`src/axi_rd_pkg.sv`:
```
// AXI read channel widths and the packed address / data channel structs
// shared by every block of the reorder unit

package axi_rd_pkg;

    ////////////////////
    // Channel widths
    ////////////////////

    // Byte address, full 32-bit space
    localparam int ADDR_W = 32;
    // Transaction ID, wide enough for the app ID and the tagged form
    localparam int ID_W   = 8;
    // Single-beat read data
    localparam int DATA_W = 32;
    // AXI RRESP code
    localparam int RESP_W = 2;

    ////////////////////
    // Channel payloads
    ////////////////////

    // Read address channel, 40 bits
    typedef struct packed {
        logic [ADDR_W-1:0] addr;
        logic [ID_W-1:0]   id;
    } ar_chan_t;

    // Read data channel, 42 bits
    typedef struct packed {
        logic [ID_W-1:0]   id;
        logic [RESP_W-1:0] resp;
        logic [DATA_W-1:0] data;
    } r_chan_t;

endpackage

```
`src/rob_pkg.sv`:
```
// Tag-slot state encoding and the completion entry held per slot

package rob_pkg;

    ////////////////////
    // Slot state
    ////////////////////

    // Bit 0 is set on request issue, bit 1 on completion receipt
    typedef enum logic [1:0] {
        // Unused or already returned
        SLOT_FREE = 2'b00,
        // Request issued, waiting for data
        SLOT_RSVD = 2'b01,
        // Completion stored, waiting for its turn
        SLOT_RCVD = 2'b11,
        // Completion without a request, never reached
        SLOT_ILGL = 2'b10
    } slot_state_t;

    ////////////////////
    // Slot payload
    ////////////////////

    // Resp and data kept until the slot reaches the head, 34 bits
    typedef struct packed {
        logic [axi_rd_pkg::RESP_W-1:0] resp;
        logic [axi_rd_pkg::DATA_W-1:0] data;
    } cpl_entry_t;

endpackage

```
`src/rd_cpl_return.sv`:
```
// Return stage: one registered valid/ready slot toward the application

`timescale 1ns/1ps

module rd_cpl_return (
    input  logic                aclk,
    input  logic                aresetn,
    // Head of the tracker
    input  axi_rd_pkg::r_chan_t head,
    input  logic                head_valid,
    output logic                head_pop,
    // Application read data channel
    output axi_rd_pkg::r_chan_t app_r,
    output logic                app_rvalid,
    input  logic                app_rready
);

    // Stage takes the head when empty or being emptied this cycle
    logic load;

    assign load     = head_valid & (~app_rvalid | app_rready);
    // Popping the tracker on the loading edge
    assign head_pop = load;

    ////////////////////
    // Output register
    ////////////////////

    always_ff @(posedge aclk or negedge aresetn) begin
        if (!aresetn) begin
            app_rvalid <= 1'b0;
        end else if (load) begin
            app_rvalid <= 1'b1;
        end else if (app_rready) begin
            app_rvalid <= 1'b0;
        end
    end

    // Payload only moves with a load
    always_ff @(posedge aclk) begin
        if (load)
            app_r <= head;
    end

    // Stalled beat holds valid and payload until taken
    a_r_stable: assert property (@(posedge aclk) disable iff (!aresetn)
        app_rvalid && !app_rready |=> app_rvalid && $stable(app_r));

endmodule

```
`src/rd_cpl_tracker.sv`:
```
// Completion tracker: per-tag slot state, stored IDs and completions,
// round-robin request pointer and in-order head pointer

`timescale 1ns/1ps

module rd_cpl_tracker #(
    parameter int                          OSTD_NUM = 4,
    parameter logic [axi_rd_pkg::ID_W-1:0] ID_MASK  = 8'h20
) (
    input  logic                        aclk,
    input  logic                        aresetn,
    // Reservation from the issue stage
    input  logic                        req_fire,
    input  logic [axi_rd_pkg::ID_W-1:0] req_slot,
    input  logic [axi_rd_pkg::ID_W-1:0] req_id,
    output logic [axi_rd_pkg::ID_W-1:0] next_slot,
    output logic                        slot_avlb,
    // Completions from both downstream paths, always accepted
    input  axi_rd_pkg::r_chan_t         io_r,
    input  logic                        io_rvalid,
    input  axi_rd_pkg::r_chan_t         blk_r,
    input  logic                        blk_rvalid,
    // Oldest request, toward the return stage
    output axi_rd_pkg::r_chan_t         head,
    output logic                        head_valid,
    input  logic                        head_pop,
    // Any slot in use
    output logic                        rd_pending
);

    import axi_rd_pkg::*;
    import rob_pkg::*;

    localparam int SLOT_W = (OSTD_NUM > 1) ? $clog2(OSTD_NUM) : 1;

    // Per-slot state and storage
    slot_state_t          state   [OSTD_NUM];
    logic [ID_W-1:0]      id_mem  [OSTD_NUM];
    cpl_entry_t           cpl_mem [OSTD_NUM];
    // Round-robin allocation and in-order return pointers
    logic [SLOT_W-1:0]    req_ptr;
    logic [SLOT_W-1:0]    head_ptr;
    // Completion IDs with the cache mask removed
    logic [ID_W-1:0]      io_slot;
    logic [ID_W-1:0]      blk_slot;

    assign io_slot  = io_r.id & ~ID_MASK;
    assign blk_slot = blk_r.id & ~ID_MASK;

    ////////////////////
    // Allocation
    ////////////////////

    // Next tag is the request pointer, usable only once its slot is free
    assign next_slot = ID_W'(req_ptr);
    assign slot_avlb = (state[req_ptr] == SLOT_FREE);

    always_comb begin
        rd_pending = 1'b0;
        for (int i = 0; i < OSTD_NUM; i++) begin
            if (state[i] != SLOT_FREE)
                rd_pending = 1'b1;
        end
    end

    ////////////////////
    // Slot state
    ////////////////////

    // Issue, completion and pop never hit the same slot in one cycle
    always_ff @(posedge aclk or negedge aresetn) begin
        if (!aresetn) begin
            for (int i = 0; i < OSTD_NUM; i++)
                state[i] <= SLOT_FREE;
        end else begin
            for (int i = 0; i < OSTD_NUM; i++) begin
                if (req_fire && req_slot[SLOT_W-1:0] == SLOT_W'(i))
                    state[i] <= SLOT_RSVD;
                // Both paths may land on different slots together
                if (io_rvalid && io_slot[SLOT_W-1:0] == SLOT_W'(i))
                    state[i] <= SLOT_RCVD;
                if (blk_rvalid && blk_slot[SLOT_W-1:0] == SLOT_W'(i))
                    state[i] <= SLOT_RCVD;
                if (head_pop && head_ptr == SLOT_W'(i))
                    state[i] <= SLOT_FREE;
            end
        end
    end

    // Original ID, kept for the return
    always_ff @(posedge aclk) begin
        if (req_fire)
            id_mem[req_slot[SLOT_W-1:0]] <= req_id;
    end

    // Completion payload per slot
    always_ff @(posedge aclk) begin
        if (io_rvalid)
            cpl_mem[io_slot[SLOT_W-1:0]] <= '{resp: io_r.resp, data: io_r.data};
        if (blk_rvalid)
            cpl_mem[blk_slot[SLOT_W-1:0]] <= '{resp: blk_r.resp, data: blk_r.data};
    end

    ////////////////////
    // Pointers
    ////////////////////

    // Power-of-two depth, so pointers wrap on overflow
    always_ff @(posedge aclk or negedge aresetn) begin
        if (!aresetn) begin
            req_ptr  <= '0;
            head_ptr <= '0;
        end else begin
            if (req_fire)
                req_ptr <= req_ptr + 1'b1;
            if (head_pop)
                head_ptr <= head_ptr + 1'b1;
        end
    end

    ////////////////////
    // Head
    ////////////////////

    // Valid the cycle after the head's completion lands
    assign head_valid = (state[head_ptr] == SLOT_RCVD);
    assign head.id    = id_mem[head_ptr];
    assign head.resp  = cpl_mem[head_ptr].resp;
    assign head.data  = cpl_mem[head_ptr].data;

    // Completions only for tags in range that are waiting for data
    a_io_cpl_rsvd: assert property (@(posedge aclk) disable iff (!aresetn)
        io_rvalid |-> (io_slot < OSTD_NUM) && state[io_slot[SLOT_W-1:0]] == SLOT_RSVD);
    a_blk_cpl_rsvd: assert property (@(posedge aclk) disable iff (!aresetn)
        blk_rvalid |-> (blk_slot < OSTD_NUM) && state[blk_slot[SLOT_W-1:0]] == SLOT_RSVD);

    for (genvar g = 0; g < OSTD_NUM; g++) begin : g_slot_chk
        a_no_ilgl: assert property (@(posedge aclk) disable iff (!aresetn)
            state[g] != SLOT_ILGL);
    end

endmodule

```
`src/rd_reorder_top.sv`:
```
// Read completion reordering unit: issue stage, completion tracker
// and return stage wired together

`timescale 1ns/1ps

module rd_reorder_top #(
    parameter int                            OSTD_NUM = 4,
    parameter logic [axi_rd_pkg::ID_W-1:0]   ID_MASK  = 8'h20,
    parameter logic [axi_rd_pkg::ADDR_W-1:0] IO_BASE  = 32'h8000_0000
) (
    input  logic                 aclk,
    input  logic                 aresetn,
    // Application side
    input  axi_rd_pkg::ar_chan_t app_ar,
    input  logic                 app_arvalid,
    output logic                 app_arready,
    output axi_rd_pkg::r_chan_t  app_r,
    output logic                 app_rvalid,
    input  logic                 app_rready,
    // IO path
    output axi_rd_pkg::ar_chan_t io_ar,
    output logic                 io_arvalid,
    input  logic                 io_arready,
    input  axi_rd_pkg::r_chan_t  io_r,
    input  logic                 io_rvalid,
    output logic                 io_rready,
    // Block path
    output axi_rd_pkg::ar_chan_t blk_ar,
    output logic                 blk_arvalid,
    input  logic                 blk_arready,
    input  axi_rd_pkg::r_chan_t  blk_r,
    input  logic                 blk_rvalid,
    output logic                 blk_rready,
    // Status
    output logic                 rd_pending
);

    import axi_rd_pkg::*;

    // Issue to tracker
    logic            req_fire;
    logic [ID_W-1:0] req_slot;
    logic [ID_W-1:0] req_id;
    logic [ID_W-1:0] next_slot;
    logic            slot_avlb;
    // Tracker to return stage
    r_chan_t         head;
    logic            head_valid;
    logic            head_pop;

    // Completions always land in their slot
    assign io_rready  = 1'b1;
    assign blk_rready = 1'b1;

    rd_req_issue #(
        .ID_MASK (ID_MASK),
        .IO_BASE (IO_BASE)
    ) u_issue (
        .aclk        (aclk),
        .aresetn     (aresetn),
        .app_ar      (app_ar),
        .app_arvalid (app_arvalid),
        .app_arready (app_arready),
        .io_ar       (io_ar),
        .io_arvalid  (io_arvalid),
        .io_arready  (io_arready),
        .blk_ar      (blk_ar),
        .blk_arvalid (blk_arvalid),
        .blk_arready (blk_arready),
        .next_slot   (next_slot),
        .slot_avlb   (slot_avlb),
        .req_fire    (req_fire),
        .req_slot    (req_slot),
        .req_id      (req_id)
    );

    rd_cpl_tracker #(
        .OSTD_NUM (OSTD_NUM),
        .ID_MASK  (ID_MASK)
    ) u_tracker (
        .aclk       (aclk),
        .aresetn    (aresetn),
        .req_fire   (req_fire),
        .req_slot   (req_slot),
        .req_id     (req_id),
        .next_slot  (next_slot),
        .slot_avlb  (slot_avlb),
        .io_r       (io_r),
        .io_rvalid  (io_rvalid),
        .blk_r      (blk_r),
        .blk_rvalid (blk_rvalid),
        .head       (head),
        .head_valid (head_valid),
        .head_pop   (head_pop),
        .rd_pending (rd_pending)
    );

    rd_cpl_return u_return (
        .aclk       (aclk),
        .aresetn    (aresetn),
        .head       (head),
        .head_valid (head_valid),
        .head_pop   (head_pop),
        .app_r      (app_r),
        .app_rvalid (app_rvalid),
        .app_rready (app_rready)
    );

endmodule

```
`src/rd_req_issue.sv`:
```
// Request issue stage with address decode, tag substitution and
// routing of application reads onto the IO or block path

`timescale 1ns/1ps

module rd_req_issue #(
    parameter logic [axi_rd_pkg::ID_W-1:0]   ID_MASK = 8'h20,
    parameter logic [axi_rd_pkg::ADDR_W-1:0] IO_BASE = 32'h8000_0000
) (
    input  logic                        aclk,
    input  logic                        aresetn,
    // Application read address channel
    input  axi_rd_pkg::ar_chan_t        app_ar,
    input  logic                        app_arvalid,
    output logic                        app_arready,
    // IO path read address channel
    output axi_rd_pkg::ar_chan_t        io_ar,
    output logic                        io_arvalid,
    input  logic                        io_arready,
    // Block path read address channel
    output axi_rd_pkg::ar_chan_t        blk_ar,
    output logic                        blk_arvalid,
    input  logic                        blk_arready,
    // Tag offered by the tracker
    input  logic [axi_rd_pkg::ID_W-1:0] next_slot,
    input  logic                        slot_avlb,
    // Reservation toward the tracker
    output logic                        req_fire,
    output logic [axi_rd_pkg::ID_W-1:0] req_slot,
    output logic [axi_rd_pkg::ID_W-1:0] req_id
);

    import axi_rd_pkg::*;

    // High when the request targets the IO window
    logic     is_io;
    // Ready of whichever path the address selects
    logic     path_ready;
    // Request with its ID replaced by the local tag
    ar_chan_t tagged_ar;

    ////////////////////
    // Decode
    ////////////////////

    assign is_io      = (app_ar.addr >= IO_BASE);
    assign path_ready = is_io ? io_arready : blk_arready;

    // Mask marks the tag as belonging to the data cache
    assign tagged_ar.addr = app_ar.addr;
    assign tagged_ar.id   = next_slot | ID_MASK;

    ////////////////////
    // Hand-off
    ////////////////////

    // No downstream valid without a free slot to land in
    assign io_arvalid  = app_arvalid & slot_avlb & is_io;
    assign blk_arvalid = app_arvalid & slot_avlb & ~is_io;

    // Unselected path sees an all-zero payload
    assign io_ar  = is_io ? tagged_ar : '0;
    assign blk_ar = is_io ? '0 : tagged_ar;

    // Blocked path stalls the whole stream so order is kept
    assign app_arready = slot_avlb & path_ready;

    // Reservation for the tracker
    assign req_fire = app_arvalid & app_arready;
    assign req_slot = next_slot;
    assign req_id   = app_ar.id;

    // A waiting downstream request keeps its slot offered until it is taken
    a_slot_held: assert property (@(posedge aclk) disable iff (!aresetn)
        ((io_arvalid && !io_arready) || (blk_arvalid && !blk_arready)) |=> slot_avlb);

endmodule

```
`config.mk`:
```
export PLATFORM = sky130hd
export DESIGN_NAME = rd_reorder_top
export DESIGN_NICKNAME = d
export VERILOG_FILES = /design/src/axi_rd_pkg.sv /design/src/rob_pkg.sv /design/src/rd_cpl_return.sv /design/src/rd_cpl_tracker.sv /design/src/rd_reorder_top.sv /design/src/rd_req_issue.sv
export SDC_FILE = /design/constraint.sdc
export NUM_CORES = 1
export LEC_CHECK = 0
export BUFFER_PORTS_ARGS = -buffer_cell sky130_fd_sc_hd__clkbuf_2
export CORE_UTILIZATION = 54
export CTS_BUF_LIST = sky130_fd_sc_hd__clkbuf_4 sky130_fd_sc_hd__clkbuf_8 sky130_fd_sc_hd__clkbuf_16
export CTS_CLUSTER_DIAMETER = 150
export DETAILED_ROUTE_END_ITERATION = 16
export PLACE_DENSITY = 0.91
export SYNTH_ARGS = -nofsm -noshare
export SYNTH_HDL_FRONTEND = slang
export SYNTH_SLANG_ARGS = --single-unit
export TNS_END_PERCENT = 1
```
`constraint.sdc`:
```
create_clock -name aclk -period 2.6 [get_ports aclk]
set_clock_uncertainty 0.05 [all_clocks]
set_input_delay 0.26 -clock aclk [delete_from_list [all_inputs] [get_ports aclk]]
set_output_delay 0.26 -clock aclk [all_outputs]
set_load 0.02 [all_outputs]
```
==> results.yml <==
pwr:
  comb_power_share: 0.288
  clock_power_share: 0.283
  seqPwrFrac: 0.429
  power_density_nw_per_um2: 943
  p_switching_mw: 3.61
  intPower_mw: 8.36
  vdd_ir_drop_max_v: 0.000655
  p_sw_frac: 0.302
  leakagePower_nw: 4.98
global_routing:
  grt_pass1_wl_um: 34400
  grt_max_degree: 69
  overflow: 0
  grtUsageMet1: 0.303
  use_met3: 0.0475
  antenna_found_initial: 0
  grt_pass1_vias: 6325
  grt.busiest_layer: "met2"
  use_met2: 0.389
  grt_use_total: 0.229
critical_path:
  worstPathArrival_ps: 2130
  criticalPathCategory: "register to primary output"
  crit_path_start_kind: "register"
  max_stage_delay_ps: 640
  worstSetupEndpointType: "primary output"
  worst-path-max-fanout: 12
  crit_required_ps: 2290
  crit_chain: "inv_2, mux4_2, and3_2, clkbuf_2"
  cp_slowest_cell: "mux4_2"
sta:
  finalHoldViolCount: 0
  fin_setup_tns_ps: 0
  fin_ws_ps: 165
  max_freq_mhz: 411
  setup_viol: 0
  fin_crit_ps: 2440
  timing.hold.ws_ps: 37.5
  drv_slew: 0
  max_slew_margin: 0.406
  timing.final.crit_share: 0.937
  rsz0062_at_grt: "no"
  worst_pin_slew_ps: 891
placement:
  place_congestion: 0.786
  port-buffer-count: 235
  dp_slack_ps: 463
  dp_hpwl_um: 14100
  place_area_um2: 11800
floorplanning:
  die_area_um2: 19700
  coreArea_um2: 18800
  die_h_um: 140
  fp-row-count: 50
  ios: 261
  start_util: 0.551
  die_x_um: 140
synth:
  netlist_instances: 593
  synth_enable_flop_cells: 210
  yosysWarnings: 0
  synth-main-ff-cell: "edfxtp_1"
  synth_area_um2: 10300
  synth_seq_cells: 223
  synth-seq-area-share: 0.641
  synth.avg_cell_area_um2: 17.4
  synth.distinct_cells: 32
  synth-async-reset-ratio: 0.0583
drt:
  first_pass_iters: 4
  wirelength_um: 22300
  via_per_inst: 5.58
  wl_per_cell_um: 20.3
  drc_errors: 0
  antenna_left: 0
  drt_iter0_drc: 295
  vias: 6131
clock_tree:
  postCtsSetupRepairBufs: 0
  cts.sink_count: 223
  numCtsBuffers: 24
  clock_latency_ps: 510
  cts-root-buf: "clkbuf_16"
  cts_resized: 0
  cts_hold_buffers: 9
  htreeDepth: 1
  cts_tree: "done"
  clk_pin_slew_worst_paths_ps: 60
  ctsLongestPathBuffers: 3
final_layout:
  nNetsFinal: 986
  fill_cells: 1282
  multi_input_area_um2: 3460
  layout_commonest_cell: "clkbuf_2"
  layout_common_cells: "235 x clkbuf_2, 210 x edfxtp_1, 138 x mux2_2, 44 x mux4_2"
  final_area_um2: 12700
  seq_area_um2: 6640
  diodes: 0
  area_growth_pct: 22.8
  drive_gt1_frac: 0.568
min_path:
  min_path_type: "input pin to register"
run:
  drv_cap: 0
status:
  outcome: "finished clean"
==> synthesized netlist by cell type, drive strengths merged (2+ instances only) <==
cell     count  share of area
mux2       139           0.15
and2        32          0.019
inv         13         0.0047
mux4        44          0.096
and3         3         0.0022
nor2        12         0.0044
conb         2        0.00073
nand4        5         0.0030
edfxtp     210           0.61
nor2b       32          0.020
a22oi        4         0.0029
nand3b       3         0.0022
nand3        2        0.00097
xnor2        2         0.0017
nor3b        2         0.0019
ha           8         0.0097
a41oi        4         0.0034
buf         34          0.021
clkbuf      14         0.0051
dfrtp       13          0.031
a2bb2oi      4         0.0034
nand2        8         0.0029
==> power by group through the flow <==
| stage | Clock [mW] | Combinational (mW) | Sequential, mW |
|---|---|---|---|
| 2_1_floorplan | 0 | 1.95 | 5.60 |
| 4_1_cts | 3.44 | 3.51 | 5.13 |
| 3_5_place_dp | 0 | 3.48 | 5.20 |
| 6_report | 3.39 | 3.45 | 5.13 |
| 5_1_grt | 3.56 | 3.71 | 5.19 |
| 3_3_place_gp | 0 | 3.42 | 5.18 |
==> per-layer routing <==
layer	vias to the layer above	routed length, um	part of all wire
met2	201	11200	0.50
met3	37	1250	0.056
li1	2788	-	-
met4	0	496	0.022
met1	3105	9400	0.42
met5	-	0	0
==> path summary, 6_finish.rpt <==
check	start	depth (start not counted)	slack, ps	end
setup / recovery	u_tracker.req_ptr[1]	4	160	blk_arvalid
hold / removal	blk_r[17]	2	40	u_tracker.cpl_mem[0][17]
max in group asynchronous	aresetn	2	2050	u_tracker.head_ptr[0]
hold reg to reg	u_return.app_rvalid	2	530	u_return.app_rvalid
min in group asynchronous	aresetn	2	160	u_return.app_rvalid
setup reg to reg	u_tracker.head_ptr[0]	2	530	u_return.app_r[32]
==> cell families (layout without fill, tap and decap cells) <==
| family | Yosys count | count (layout) | share of synthesized area |
|---|---|---|---|
| AO/OA/AOI/OAI | 13 | 13 | 0.0102 |
| XOR/XNOR | 2 | 2 | 0.00169 |
| adder cells (fa/ha/maj) | 8 | 8 | 0.00968 |
| buffers and inverters | 61 | 321 | 0.0311 |
| flip-flops | 223 | 223 | 0.641 |
| multiplexers | 183 | 183 | 0.248 |
| other | 2 | 13 | 0.000726 |
| AND/OR/NAND/NOR | 101 | 101 | 0.0578 |
==> flip-flops by register name, summed over array words and instances, names as in the netlist <==
name,flops
u_tracker.state,8
u_return.app_rvalid,1
u_tracker.id_mem,32
u_tracker.head_ptr,2
u_tracker.cpl_mem,136
u_tracker.req_ptr,2
u_return.app_r,42
==> worst max-delay path, delay by kind of cell (launching register included) <==
kind,cells,cell delay (ps)
muxes,1,640
buffers and inverters,2,290
and+or+nand+nor,1,270
DFF,1,430
==> through the flow <==
step | power (mW) | utilization | instances
2_1_floorplan | 7.55 | - | 604
6_report | 12.0 | 0.677 | 1098
4_1_cts | 12.1 | 0.677 | 1098
3_3_place_gp | 8.59 | 0.630 | 1045
5_1_grt | 12.5 | 0.677 | 1098
3_5_place_dp | 8.68 | 0.630 | 1045
==> area by class of cell <==
| cell class | instances | share of cell area |
|---|---|---|
| Inverter | 13 | 0.00384 |
| Tap cell | 234 | 0.0231 |
| Clock inverter | 16 | 0.0129 |
| Multi-Input combinational cell | 320 | 0.273 |
| Sequential cell | 223 | 0.523 |
| Clock buffer | 28 | 0.0497 |
| Timing Repair Buffer | 264 | 0.115 |
No activity file was read; power rests on OpenSTA's default activity.
